$ cat config.mk
export PLATFORM = sky130hd
export DESIGN_NAME = issue_control
export DESIGN_NICKNAME = d
export VERILOG_FILES = /design/src/alu_pkg.sv /design/src/inst_decoder.sv /design/src/issue_control.sv
export VERILOG_INCLUDE_DIRS = /design/src /design/src/src
export SDC_FILE = /design/constraint.sdc
export NUM_CORES = 1
export LEC_CHECK = 0
export BUFFER_PORTS_ARGS = -buffer_cell sky130_fd_sc_hd__buf_4
export CORE_ASPECT_RATIO = 1.5
export CORE_UTILIZATION = 24
export DETAILED_ROUTE_END_ITERATION = 10
export HOLD_SLACK_MARGIN = 0.05
export PLACE_DENSITY = 0.55
export SLEW_MARGIN = 20
export SYNTH_ARGS = -nofsm -noshare
export SYNTH_HDL_FRONTEND = slang
export SYNTH_SLANG_ARGS = --single-unit
$ cat constraint.sdc
create_clock -name clk -period 3.7 [get_ports clk]
set_clock_uncertainty 0.1 [all_clocks]
set_input_delay 0.74 -clock clk [delete_from_list [all_inputs] [get_ports clk]]
set_output_delay 0.74 -clock clk [all_outputs]
set_load 0.01 [all_outputs]
$ cat src/alu_defines.svh
`ifndef ALU_DEFINES_SVH
`define ALU_DEFINES_SVH

// Instructions per fetch packet
// Also the number of ALU lanes, one lane per slot
`define ALU_SLOTS 2

// Architectural integer registers, x0 included
`define ALU_REGS 32

// Data path width
`define ALU_XLEN 32

// Register stages inside one ALU lane
// Operand stage plus result stage
`define ALU_LANE_LATENCY 2

// Register file read ports, rs1 and rs2 for every slot
`define ALU_RD_PORTS (2 * `ALU_SLOTS)

`endif

$ cat src/alu_pkg.sv
`include "alu_defines.svh"

package alu_pkg;

    // Data value or raw instruction word
    typedef logic [`ALU_XLEN-1:0] word_t;

    // Architectural register index
    typedef logic [$clog2(`ALU_REGS)-1:0] reg_idx_t;

    // Lane operations, immediate forms share the register-register codes
    typedef enum logic [3:0] {
        OP_NONE,
        OP_ADD,
        OP_SUB,
        OP_AND,
        OP_OR,
        OP_XOR,
        OP_SLL,
        OP_SRL,
        OP_SRA,
        OP_SLT,
        OP_SLTU,
        OP_LUI
    } alu_op_e;

    // Held packet state
    // FULL keeps both slots, SPLIT keeps only slot 1
    typedef enum logic [1:0] {
        IDLE,
        FULL,
        SPLIT
    } issue_state_e;

    // One decoded instruction
    typedef struct packed {
        logic     valid;
        alu_op_e  op;
        reg_idx_t rd;
        reg_idx_t rs1;
        reg_idx_t rs2;
        logic     uses_rs2;
        word_t    imm;
    } decoded_op_t;

    // Operands handed to a lane
    typedef struct packed {
        logic     valid;
        alu_op_e  op;
        reg_idx_t rd;
        word_t    operand_a;
        word_t    operand_b;
    } lane_issue_t;

    // Result on its way to the register file
    typedef struct packed {
        logic     valid;
        reg_idx_t rd;
        word_t    value;
    } commit_t;

endpackage

$ cat src/inst_decoder.sv
`timescale 1ns/1ps

module inst_decoder (
    input  alu_pkg::word_t      inst,
    output alu_pkg::decoded_op_t decoded
);

    // RV32I major opcodes handled by the cluster
    localparam logic [6:0] OPC_OP     = 7'b0110011;
    localparam logic [6:0] OPC_OP_IMM = 7'b0010011;
    localparam logic [6:0] OPC_LUI    = 7'b0110111;

    logic [6:0] opcode;
    logic [2:0] funct3;
    logic [6:0] funct7;
    alu_pkg::alu_op_e op;

    assign opcode = inst[6:0];
    assign funct3 = inst[14:12];
    assign funct7 = inst[31:25];

    always_comb begin
        op = alu_pkg::OP_NONE;
        case (opcode)
            OPC_OP: begin
                // Base ops need funct7 zero
                if (funct7 == 7'b0000000) begin
                    case (funct3)
                        3'b000:  op = alu_pkg::OP_ADD;
                        3'b001:  op = alu_pkg::OP_SLL;
                        3'b010:  op = alu_pkg::OP_SLT;
                        3'b011:  op = alu_pkg::OP_SLTU;
                        3'b100:  op = alu_pkg::OP_XOR;
                        3'b101:  op = alu_pkg::OP_SRL;
                        3'b110:  op = alu_pkg::OP_OR;
                        default: op = alu_pkg::OP_AND;
                    endcase
                end else if (funct7 == 7'b0100000) begin
                    // Alternate encodings, only SUB and SRA exist
                    if (funct3 == 3'b000) begin
                        op = alu_pkg::OP_SUB;
                    end else if (funct3 == 3'b101) begin
                        op = alu_pkg::OP_SRA;
                    end
                end
            end
            OPC_OP_IMM: begin
                case (funct3)
                    3'b000: op = alu_pkg::OP_ADD;
                    3'b010: op = alu_pkg::OP_SLT;
                    3'b011: op = alu_pkg::OP_SLTU;
                    3'b100: op = alu_pkg::OP_XOR;
                    3'b110: op = alu_pkg::OP_OR;
                    3'b111: op = alu_pkg::OP_AND;
                    // Shift immediates check the upper bits
                    3'b001: begin
                        if (funct7 == 7'b0000000) begin
                            op = alu_pkg::OP_SLL;
                        end
                    end
                    default: begin
                        if (funct7 == 7'b0000000) begin
                            op = alu_pkg::OP_SRL;
                        end else if (funct7 == 7'b0100000) begin
                            op = alu_pkg::OP_SRA;
                        end
                    end
                endcase
            end
            OPC_LUI: op = alu_pkg::OP_LUI;
            default: op = alu_pkg::OP_NONE;
        endcase
    end

    always_comb begin
        decoded.valid    = (op != alu_pkg::OP_NONE);
        decoded.op       = op;
        decoded.rd       = inst[11:7];
        // LUI has no source, x0 keeps it clear of the scoreboard
        decoded.rs1      = (opcode == OPC_LUI) ? '0 : inst[19:15];
        decoded.rs2      = inst[24:20];
        decoded.uses_rs2 = (opcode == OPC_OP);
        // U immediate for LUI, sign-extended I immediate otherwise
        if (opcode == OPC_LUI) begin
            decoded.imm = {inst[31:12], 12'b0};
        end else begin
            decoded.imm = {{20{inst[31]}}, inst[31:20]};
        end
    end

endmodule

$ cat src/issue_control.sv
`timescale 1ns/1ps
`include "alu_defines.svh"

module issue_control (
    input  logic                 clk,
    input  logic                 rst_n,
    input  logic                 packet_valid,
    input  alu_pkg::word_t       packet [`ALU_SLOTS],
    output logic                 stall,
    output alu_pkg::reg_idx_t    rs_idx [`ALU_RD_PORTS],
    input  alu_pkg::word_t       rs_data [`ALU_RD_PORTS],
    output alu_pkg::lane_issue_t lane_in [`ALU_SLOTS],
    input  alu_pkg::commit_t     written [`ALU_SLOTS]
);

    alu_pkg::issue_state_e state_q;
    alu_pkg::issue_state_e state_d;
    alu_pkg::decoded_op_t  dec [`ALU_SLOTS];
    alu_pkg::decoded_op_t  held_q [`ALU_SLOTS];
    alu_pkg::decoded_op_t  cur [`ALU_SLOTS];
    logic [`ALU_REGS-1:0]  busy_q;
    logic [`ALU_REGS-1:0]  busy_eff;
    logic [`ALU_REGS-1:0]  clr_mask;
    logic [`ALU_REGS-1:0]  set_mask;
    logic [`ALU_SLOTS-1:0] ready;
    logic [`ALU_SLOTS-1:0] go;
    logic                  accept;
    logic                  slot0_done;
    logic                  all_done;
    logic                  slot1_conflict;

    // Parallel decode of the incoming packet
    for (genvar g = 0; g < `ALU_SLOTS; g++) begin : decoders
        inst_decoder i_inst_decoder (
            .inst    (packet[g]),
            .decoded (dec[g])
        );
    end

    // Source only sees stall while a packet is held
    assign stall  = (state_q != alu_pkg::IDLE);
    assign accept = (state_q == alu_pkg::IDLE) && packet_valid;

    // Slots under consideration this cycle
    always_comb begin
        case (state_q)
            alu_pkg::FULL: begin
                cur[0] = held_q[0];
                cur[1] = held_q[1];
            end
            alu_pkg::SPLIT: begin
                // Slot 0 already gone
                cur[0]       = held_q[0];
                cur[0].valid = 1'b0;
                cur[1]       = held_q[1];
            end
            default: begin
                cur[0]       = dec[0];
                cur[0].valid = dec[0].valid && packet_valid;
                cur[1]       = dec[1];
                cur[1].valid = dec[1].valid && packet_valid;
            end
        endcase
    end

    // Registers on the commit bus this cycle count as free
    // Their values reach the operands through the register file bypass
    always_comb begin
        clr_mask = '0;
        for (int i = 0; i < `ALU_SLOTS; i++) begin
            if (written[i].valid) begin
                clr_mask[written[i].rd] = 1'b1;
            end
        end
        busy_eff = busy_q & ~clr_mask;
    end

    always_comb begin
        // Busy rd also blocks, a second writer would lose its bit on the first commit
        for (int i = 0; i < `ALU_SLOTS; i++) begin
            ready[i] = cur[i].valid && !busy_eff[cur[i].rs1]
                && !(cur[i].uses_rs2 && busy_eff[cur[i].rs2])
                && !busy_eff[cur[i].rd];
        end
        // Slot 1 touching slot 0's destination waits a cycle
        slot1_conflict = (cur[0].rd != '0) && ((cur[1].rs1 == cur[0].rd)
            || (cur[1].uses_rs2 && (cur[1].rs2 == cur[0].rd))
            || (cur[1].rd == cur[0].rd));
        go[0]      = ready[0];
        // Dropped or issued slot 0 both let slot 1 proceed
        slot0_done = !cur[0].valid || go[0];
        go[1]      = ready[1] && slot0_done && !(cur[0].valid && slot1_conflict);
        all_done   = slot0_done && (!cur[1].valid || go[1]);
        if (all_done) begin
            state_d = alu_pkg::IDLE;
        end else if (slot0_done) begin
            state_d = alu_pkg::SPLIT;
        end else begin
            state_d = alu_pkg::FULL;
        end
    end

    // Operand read and lane hand-off
    always_comb begin
        set_mask = '0;
        for (int i = 0; i < `ALU_SLOTS; i++) begin
            rs_idx[2*i]          = cur[i].rs1;
            rs_idx[2*i+1]        = cur[i].rs2;
            lane_in[i].valid     = go[i];
            lane_in[i].op        = cur[i].op;
            lane_in[i].rd        = cur[i].rd;
            lane_in[i].operand_a = rs_data[2*i];
            lane_in[i].operand_b = cur[i].uses_rs2 ? rs_data[2*i+1] : cur[i].imm;
            if (go[i] && (cur[i].rd != '0)) begin
                set_mask[cur[i].rd] = 1'b1;
            end
        end
    end

    always_ff @(posedge clk or negedge rst_n) begin
        if (!rst_n) begin
            state_q <= alu_pkg::IDLE;
            busy_q  <= '0;
        end else begin
            state_q <= state_d;
            // New issue wins over a same-cycle clear
            busy_q  <= (busy_q & ~clr_mask) | set_mask;
        end
    end

    // Held copy of the decoded packet
    always_ff @(posedge clk) begin
        if (accept) begin
            held_q <= dec;
        end
    end

endmodule

Word-level counts from Yosys, hierarchy flattened:

Index checks and enable logic that the tools add are counted.

* bits in latches: 0
* memory bits (writable): 0
* word-level logic and storage cells: 159
* memories kept: 0
* flip-flop bits (word level): 140
* input bits: 271
* bits in read-only memories: 0
* output and inout port bits: 169

* reductions and logical operators: 46
* bitwise gates (word level): 5
* order comparisons: 12
* multipliers: 0
* divide/modulo/power cells: 0
* mux-type cells: 53
* add/sub/neg operators: 0
* shifts and indexed selects: 0
* equal/unequal tests: 27

Operators by type and width (number)
* 106-bit case mux with 2 select lines: 1
* 32-bit two-way mux: 6
* 4-bit case mux with 7 select lines: 4
* 32-bit bitwise OR: 3
* 31-bit two-way mux: 2
* 5-bit by 6-bit less-than comparator with 1-bit output, second input constant: 8
* 4-bit two-way mux: 12
* 7-bit by 6-bit equality test with 1-bit output, second input constant: 6
* 32-bit AND: 1
* 32-bit inverter: 1
* 1-bit binary-select mux with 5-bit select: 6
* 3-bit equality test, second input constant: 8
* 4-bit case mux with 3 select lines: 2
* 1-bit logical AND: 23
* 1-bit demux with 5-bit select: 4
* 5-bit by 1-bit >= comparator with 1-bit output, second input constant: 4
* 5-bit equality test: 3
* 7-bit by 5-bit equality test with 1-bit output, second input constant: 2
* 7-bit zero test: 2
* 3-bit by 2-bit equality test with 1-bit output, second input constant: 4
* 1-bit two-way mux: 10
* 5-bit two-way mux: 2
* 5-bit nonzero test: 2
* 1-bit zero test: 9
* other kinds (10): 18

Depth between registers and ports, before layout:

Gate-level depths: netlist of the first run.

* depth after elaboration: 21
* mapped depth: 18

Cells and area by module:

From an unflattened synthesis of the first run, not the netlist that was laid out.

* cell total of the unflattened synthesis: 1179
* area, all modules: 11164.5 um^2

Modules (own cells, without submodules)
* issue_control: area each 9970.8 um^2, seq. area each 4033.9 um^2, times used 1, cells an instance 1001
* inst_decoder: area each 596.8 um^2, seq. area each 0.0 um^2, times used 2, cells an instance 89

Worst setup path after synthesis of the first run:

OpenSTA, ideal clock, no wires.

* path kind: in2out
* start point: input written[33] in the netlist's numbering
* end point: output lane_in[73] in the netlist's numbering
* data arrival time: 3.025 ns
* path buffers: 2
* slack: -0.165 ns
* stages on the path: 11
* cell sequence: or2_1 buf_2 o221ai_1 nor2_1 o311a_1 a2111oi_2 a21boi_1 a31oi_2 nand2_2 buf_6 nor2_1

RTL lines
* from (decl): line issue_control.sv:13 `` input alu_pkg::commit_t written [`ALU_SLOTS] ``
* to (decl): line issue_control.sv:12 `` output alu_pkg::lane_issue_t lane_in [`ALU_SLOTS], ``

==> results of run 1 <==
-- final cells by class --
cell class                 instances  area, sq um  area share [%]
tap                              600          751            4.42
clock inverter                     9          104           0.611
sequential                       140         4030            23.7
multi-input combinational        966         6710            39.5
timing repair buffer             599         4710            27.7
clock buffer                      23          500            2.95
inverter                          43          185            1.09
-- critical path: stages, from the launching register on --
cell and delay [ns]:
dfrtp_1 0.40, buf_4 0.14, ha_2 0.19, o211ai_1 0.18, buf_4 0.18, and2_4 0.15, buf_4 0.19, mux2i_1 0.09
mux2_2 0.33, a2111oi_4 0.40, a21boi_1 0.13, a31oi_2 0.15, buf_4 0.15, nand2_4 0.05, nor2_4 0.18, buf_6 0.13
-- placed cells by master, fill, tap and decap left out, types with 34 or more instances in the layout --
master / synthesis / layout
nor2_1: 98 / 95
a21o_1: 38 / 38
nand2_1: 135 / 134
o21ai_0: 86 / 79
nor3_1: 40 / 39
a22oi_1: 70 / 69
nor2b_1: 49 / 45
edfxtp_1: 106 / 106
buf_4: 73 / 574
mux2i_1: 36 / 36
nand3_1: 46 / 46
dfrtp_1: 34 / 34
-- state kept, by name, summed over array words and instances, names as in the netlist --
register and cells:
busy_q 32, held_q 106, state_q 2
-- worst max-delay path by stage --
stage / cells past startpoint / from / endpoint
detailed placement: 13 / written[35] / lane_in[73]
CTS: 15 / state_q[1] / lane_in[73]
finish: 15 / state_q[1] / lane_in[73]
floorplan: 12 / packet[3] / lane_in[73]
global route: 15 / state_q[1] / lane_in[73]
global placement: 13 / written[72] / lane_in[73]
-- per-layer routing --
metal / GRT usage (%) / vias up
met5: 0 / -
met4: 13.5 / 0
li1: - / 5862
met2: 38.9 / 534
met1: 24.5 / 6091
met3: 3.38 / 157
-- repair_timing --
action | in CTS | in global routing
buffers inserted | 19 | 11
pin swaps | 20 | 11
endpoints found under the setup margin | 95 | 98
gates resized for setup | 55 | 29
hold endpoints to repair | 0 | 0
gates cloned | 3 | 0
-- stage by stage --
step                hold slack, ns  area [sq um]  setup slack [ns]  cells
floorplan                    0.344         11600           -0.0443   1311
CTS                          0.128         16800            -0.633   2369
detailed placement           0.542         15800            -0.640   2316
finish                       0.138         17000            -0.636   2380
global route                 0.159         17000            -0.733   2380
global placement             0.541         15800            -0.654   2316
-- cells by family after synthesis --
| family | count (synthesis) | synth area share [%] |
|---|---|---|
| adder cells (fa/ha/maj) | 3 | 0.326 |
| AND/OR/NAND/NOR | 463 | 20.0 |
| multiplexers | 44 | 4.20 |
| buffers and inverters | 206 | 9.86 |
| XOR/XNOR | 9 | 0.684 |
| flip-flops | 140 | 35.0 |
| AO/OA/AOI/OAI | 446 | 29.9 |
-- power breakdown --
part	switching, W	total, W	internal (W)
clock network	0.000702	0.00179	0.00109
registers	0.0000308	0.00182	0.00179
logic	0.000641	0.00121	0.000566
total	0.00137	0.00482	0.00344
==> results.yml, run 1 <==
setup_path:
  r2r_slack_ns: -0.02
  crit_fanout: 8
  criticalPathCategory: "reg2out"
  start_kind: "flop"
  r2r-start: "state_q[1]"
  r2r_end: "busy_q[2]"
  cp-end-kind: "primary output"
  crit_arrival_ns: 3.50
  required_ns: 2.86
  worstRegToRegCells: 15
cells_and_area:
  drive_gt1_share_pct: 42.6
  nFillCells: 4954
  area_delta_synth_final_pct: 47.5
  fin_nets: 2041
  diodes: 0
  fin_util_pct: 35.7
routing:
  dr.pass1.iters: 8
  routedWlPerCell_microns: 22.8
  dr_total_vias: 12600
  met2WireLength_microns: 27300
  drtAntennaViolNets: 0
  routed_wl_microns: 54200
  wl_met1_microns: 20600
  maxUsedRoutingLayer: "met4"
  drt_iter0_markers: 967
  route.detailed.drc: 1
  via_per_inst: 5.31
  wl_met3_microns: 2940
run:
  cap_violations: 0
timing:
  setup_viol: 17
  report.final.slew_viol_count: 0
  max_freq_mhz: 231
  period_share_pct: 117
  setup_tns_ns: -2.27
  relSlewSlack_pct: 55.3
  setup_slack_ns: -0.636
  hold_viol_final: 0
  worst_pin_slew_ns: 0.668
  rsz0062_at_grt: "true"
  fin_crit_ns: 4.34
floorplan:
  io_pins: 440
  fp.dieH_microns: 270
  start_util_pct: 24.2
  design.core.area_sq_um: 47600
  placementRows: 98
  dieArea_sq_um: 48900
  die_w_microns: 181
place:
  io_buffers: 247
  dp_hpwl_microns: 41800
  gp_congestion: 0.997
grt:
  grt_max_degree: 69
  track_usage_pct: 22.0
  antenna_found_initial: 0
  overflow: 0
  grt_pass1_wl_microns: 80500
  grt_pass1_vias: 12900
clock_network:
  numCtsBuffers: 17
  cts_root_buf: "clkbuf_16"
  clock_latency_ns: 0.45
  cts_htree_levels: 4
  path_clk_slew_ns: 0.07
  clockBufferDepth: 2
  postCtsHoldBufs: 0
  cts_tree: "built"
  clock_sinks: 140
synthesis:
  seq_area_frac_synth_pct: 35.0
  synth_cell_type_count: 97
  synthCells: 1311
  async_flop_share_pct: 24.3
  syn-cell-area_sq_um: 11500
  avgSynthCellArea_sq_um: 8.79
  synth.most_common_cell: "nand2_1"
  synthTopCellsByCount: "nand2_1 (135), edfxtp_1 (106), nor2_1 (98), o21ai_0 (86), buf_4 (73)"
  synth_seq_cells: 140
  synth_top_area_share_pct: 27.6
  synth_top_flop_cell: "edfxtp_1"
  yosys.area.top_type: "edfxtp_1"
  synth_warnings: 0
  synthTopCellsByArea: "edfxtp_1 (28%), dfrtp_1 (7.4%), buf_4 (4.8%)"
  synth_edf_count: 106
  synth_nets: 1585
power:
  p_per_area_nw_per_um2: 283
  ir_drop_uv: 314
  leakagePower_nw: 7.10
  power_w: 0.00482
worst_hold_path:
  hold_class: "in2async"
run_status:
  outcome: "finished with violations"
  violations: "DRC, setup timing"
Note: power is estimated with default switching activity, not from simulation.
==> inputs of run 2 (changes only) <==
- PLACE_DENSITY: 0.55 -> 0.53
- clock period: 3.7 -> 5.3 ns (I/O delays scaled with it)
==> run 2 against run 1 <==
  * The run now ends clean
  * Core utilization down 5.1 points
  * Critical path depth shrank 3
  * Via count shrank 7.1%
  * Sequential share of layout area is 4.0 points higher
  * Register-to-register slack better by 1.3 ns
  * First-iteration DRC count shrank 2.3%
  * Sequential cell count did not move
  * Critical path type is now in2out
  * Largest power group is now the clock network
==> results.yml, run 2 (same netlist as run 1, synthesis figures left out) <==
clock_network:
  cts_tree: "built"
  clock_latency_ns: 0.43
  numCtsBuffers: 17
  cts_root_buf: "clkbuf_16"
  clockBufferDepth: 2
  postCtsHoldBufs: 0
  clock_sinks: 140
  cts_htree_levels: 4
  path_clk_slew_ns: 0.06
setup_path:
  cp-end-kind: "primary output"
  cp_top_family: "simple AND/OR/NAND/NOR gates"
  cpMostUsedCell: "buf_4"
  criticalPathCategory: "in2out"
  crit_fanout: 8
  worstPathCellList: "buf_4 > or4b_1 > o221ai_2 > nor2_1 > o2111ai_1 > nand4_1 > a2bb2oi_2 > a31oi_2 > buf_4 > nand2_2 > nor2_2 > buf_4"
  start_kind: "input port"
  crit_buf_inv: 3
  slowest_delay_ns: 0.74
  crit_arrival_ns: 4.02
  required_ns: 4.14
  critPathSlowestCell: "or4b_1"
grt:
  overflow: 0
  grt_pass1_vias: 11600
  track_usage_pct: 20.6
  grt_pass1_wl_microns: 75300
  antenna_found_initial: 3
  grt_max_degree: 67
floorplan:
  placementRows: 98
  dieArea_sq_um: 48900
  start_util_pct: 24.2
  design.core.area_sq_um: 47600
  die_w_microns: 181
  fp.dieH_microns: 270
  io_pins: 440
timing:
  report.final.slew_viol_count: 0
  period_share_pct: 97.7
  setup_tns_ns: 0
  worst_pin_slew_ns: 0.983
  rsz0062_at_grt: "false"
  setup_viol: 0
  hold-worst-slack_ns: 0.480
  max_freq_mhz: 193
  fin_crit_ns: 5.18
  relSlewSlack_pct: 34.2
  hold_viol_final: 0
cells_and_area:
  nFillCells: 5103
  largest-register: "held_q"
  fin_nets: 1779
  largest_register_ffs: 106
  area_delta_synth_final_pct: 26.4
  drive_gt1_share_pct: 30.2
  final_cell_mix: "buf_4 (337), nand2_1 (135), edfxtp_1 (106)"
  final_common_cell: "buf_4"
  top_regs: "held_q: 106 flops, busy_q: 32 flops, state_q: 2 flops"
  final_cells: 2119
worst_hold_path:
  hold_class: "in2async"
routing:
  drtAntennaViolNets: 0
  dr_total_vias: 11700
  routedWlPerCell_microns: 24.1
  routed_wl_microns: 51100
  via_per_inst: 5.54
  dr.pass1.iters: 5
  route.detailed.drc: 0
  drt_iter0_markers: 945
place:
  io_buffers: 247
  gp_congestion: 1.01
  place_inst: 2084
  dp_hpwl_microns: 37800
run:
  cap_violations: 0
power:
  leakagePower_nw: 5.76
  p_per_area_nw_per_um2: 223
  ir_drop_uv: 167
run_status:
  outcome: "complete, no violations"
==> run 2: cell count changes in the layout (fill, tap and decap cells not counted), sizes merged <==
cell and change:
o21a -1, clkinvlp -1, clkbuf +1, diode +1, clkinv -1, inv +1
buf -261
==> run 2: what timing repair did <==
action / CTS / global route
buffers inserted: 1 / 1
pin swaps: 1 / 1
gates resized for setup: 1 / 6
gates cloned: 0 / 0
setup endpoints to repair: 1 / 2
hold endpoints to repair: 0 / 0
==> run 2: power breakdown <==
part           internal [W]  switching, W
Sequential          0.00125     0.0000199
Combinational      0.000278      0.000408
Clock              0.000803      0.000499
==> run 2: cell type report <==
cell class	count	area [sq um]	share of cell area, %
repair buffers	338	2550	17.5
flip-flops and latches	140	4030	27.7
clock inverters	8	97.6	0.670
multi-input cells	965	6420	44.1
well taps	600	751	5.16
diodes	1	2.50	0.0172
inverters	43	168	1.15
clock buffers	24	536	3.68
==> run 2: metal layers <==
| layer | wire (microns) | vias up | share of wire [%] | GRT usage (%) |
|---|---|---|---|---|
| met2 | 25600 | 572 | 50 | 35.8 |
| met1 | 18500 | 5665 | 36 | 22.8 |
| li1 | - | 5323 | - | - |
| met3 | 3820 | 178 | 7.5 | 4.31 |
| met4 | 3190 | 4 | 6.2 | 13.1 |
| met5 | 25 | - | 0.049 | 0 |
==> run 2: through the flow <==
stage	setup WS, ns	utilization (%)	power [W]	cell area, sq um
2_1_floorplan	0.795	-	0.00167	11500
3_3_place_gp	0.149	29.2	0.00196	13900
3_5_place_dp	0.156	29.2	0.00197	13900
4_1_cts	0.0113	30.5	0.00329	14500
5_1_grt	0.0131	30.6	0.00338	14600
6_report	0.123	30.6	0.00325	14600
==> run 2: final timing paths <==
path | start | endpoint | slack [ns] | cells past startpoint
min reg2reg | busy_q[17] | busy_q[17] | 0.56 | 3
min | rst_n | busy_q[18] | 0.48 | 1
max | written[35] | lane_in[73] | 0.12 | 12
min in group clk | busy_q[17] | busy_q[17] | 0.56 | 3
max in group asynchronous | rst_n | busy_q[28] | 4.26 | 1
max reg2reg | state_q[0] | busy_q[17] | 1.26 | 14
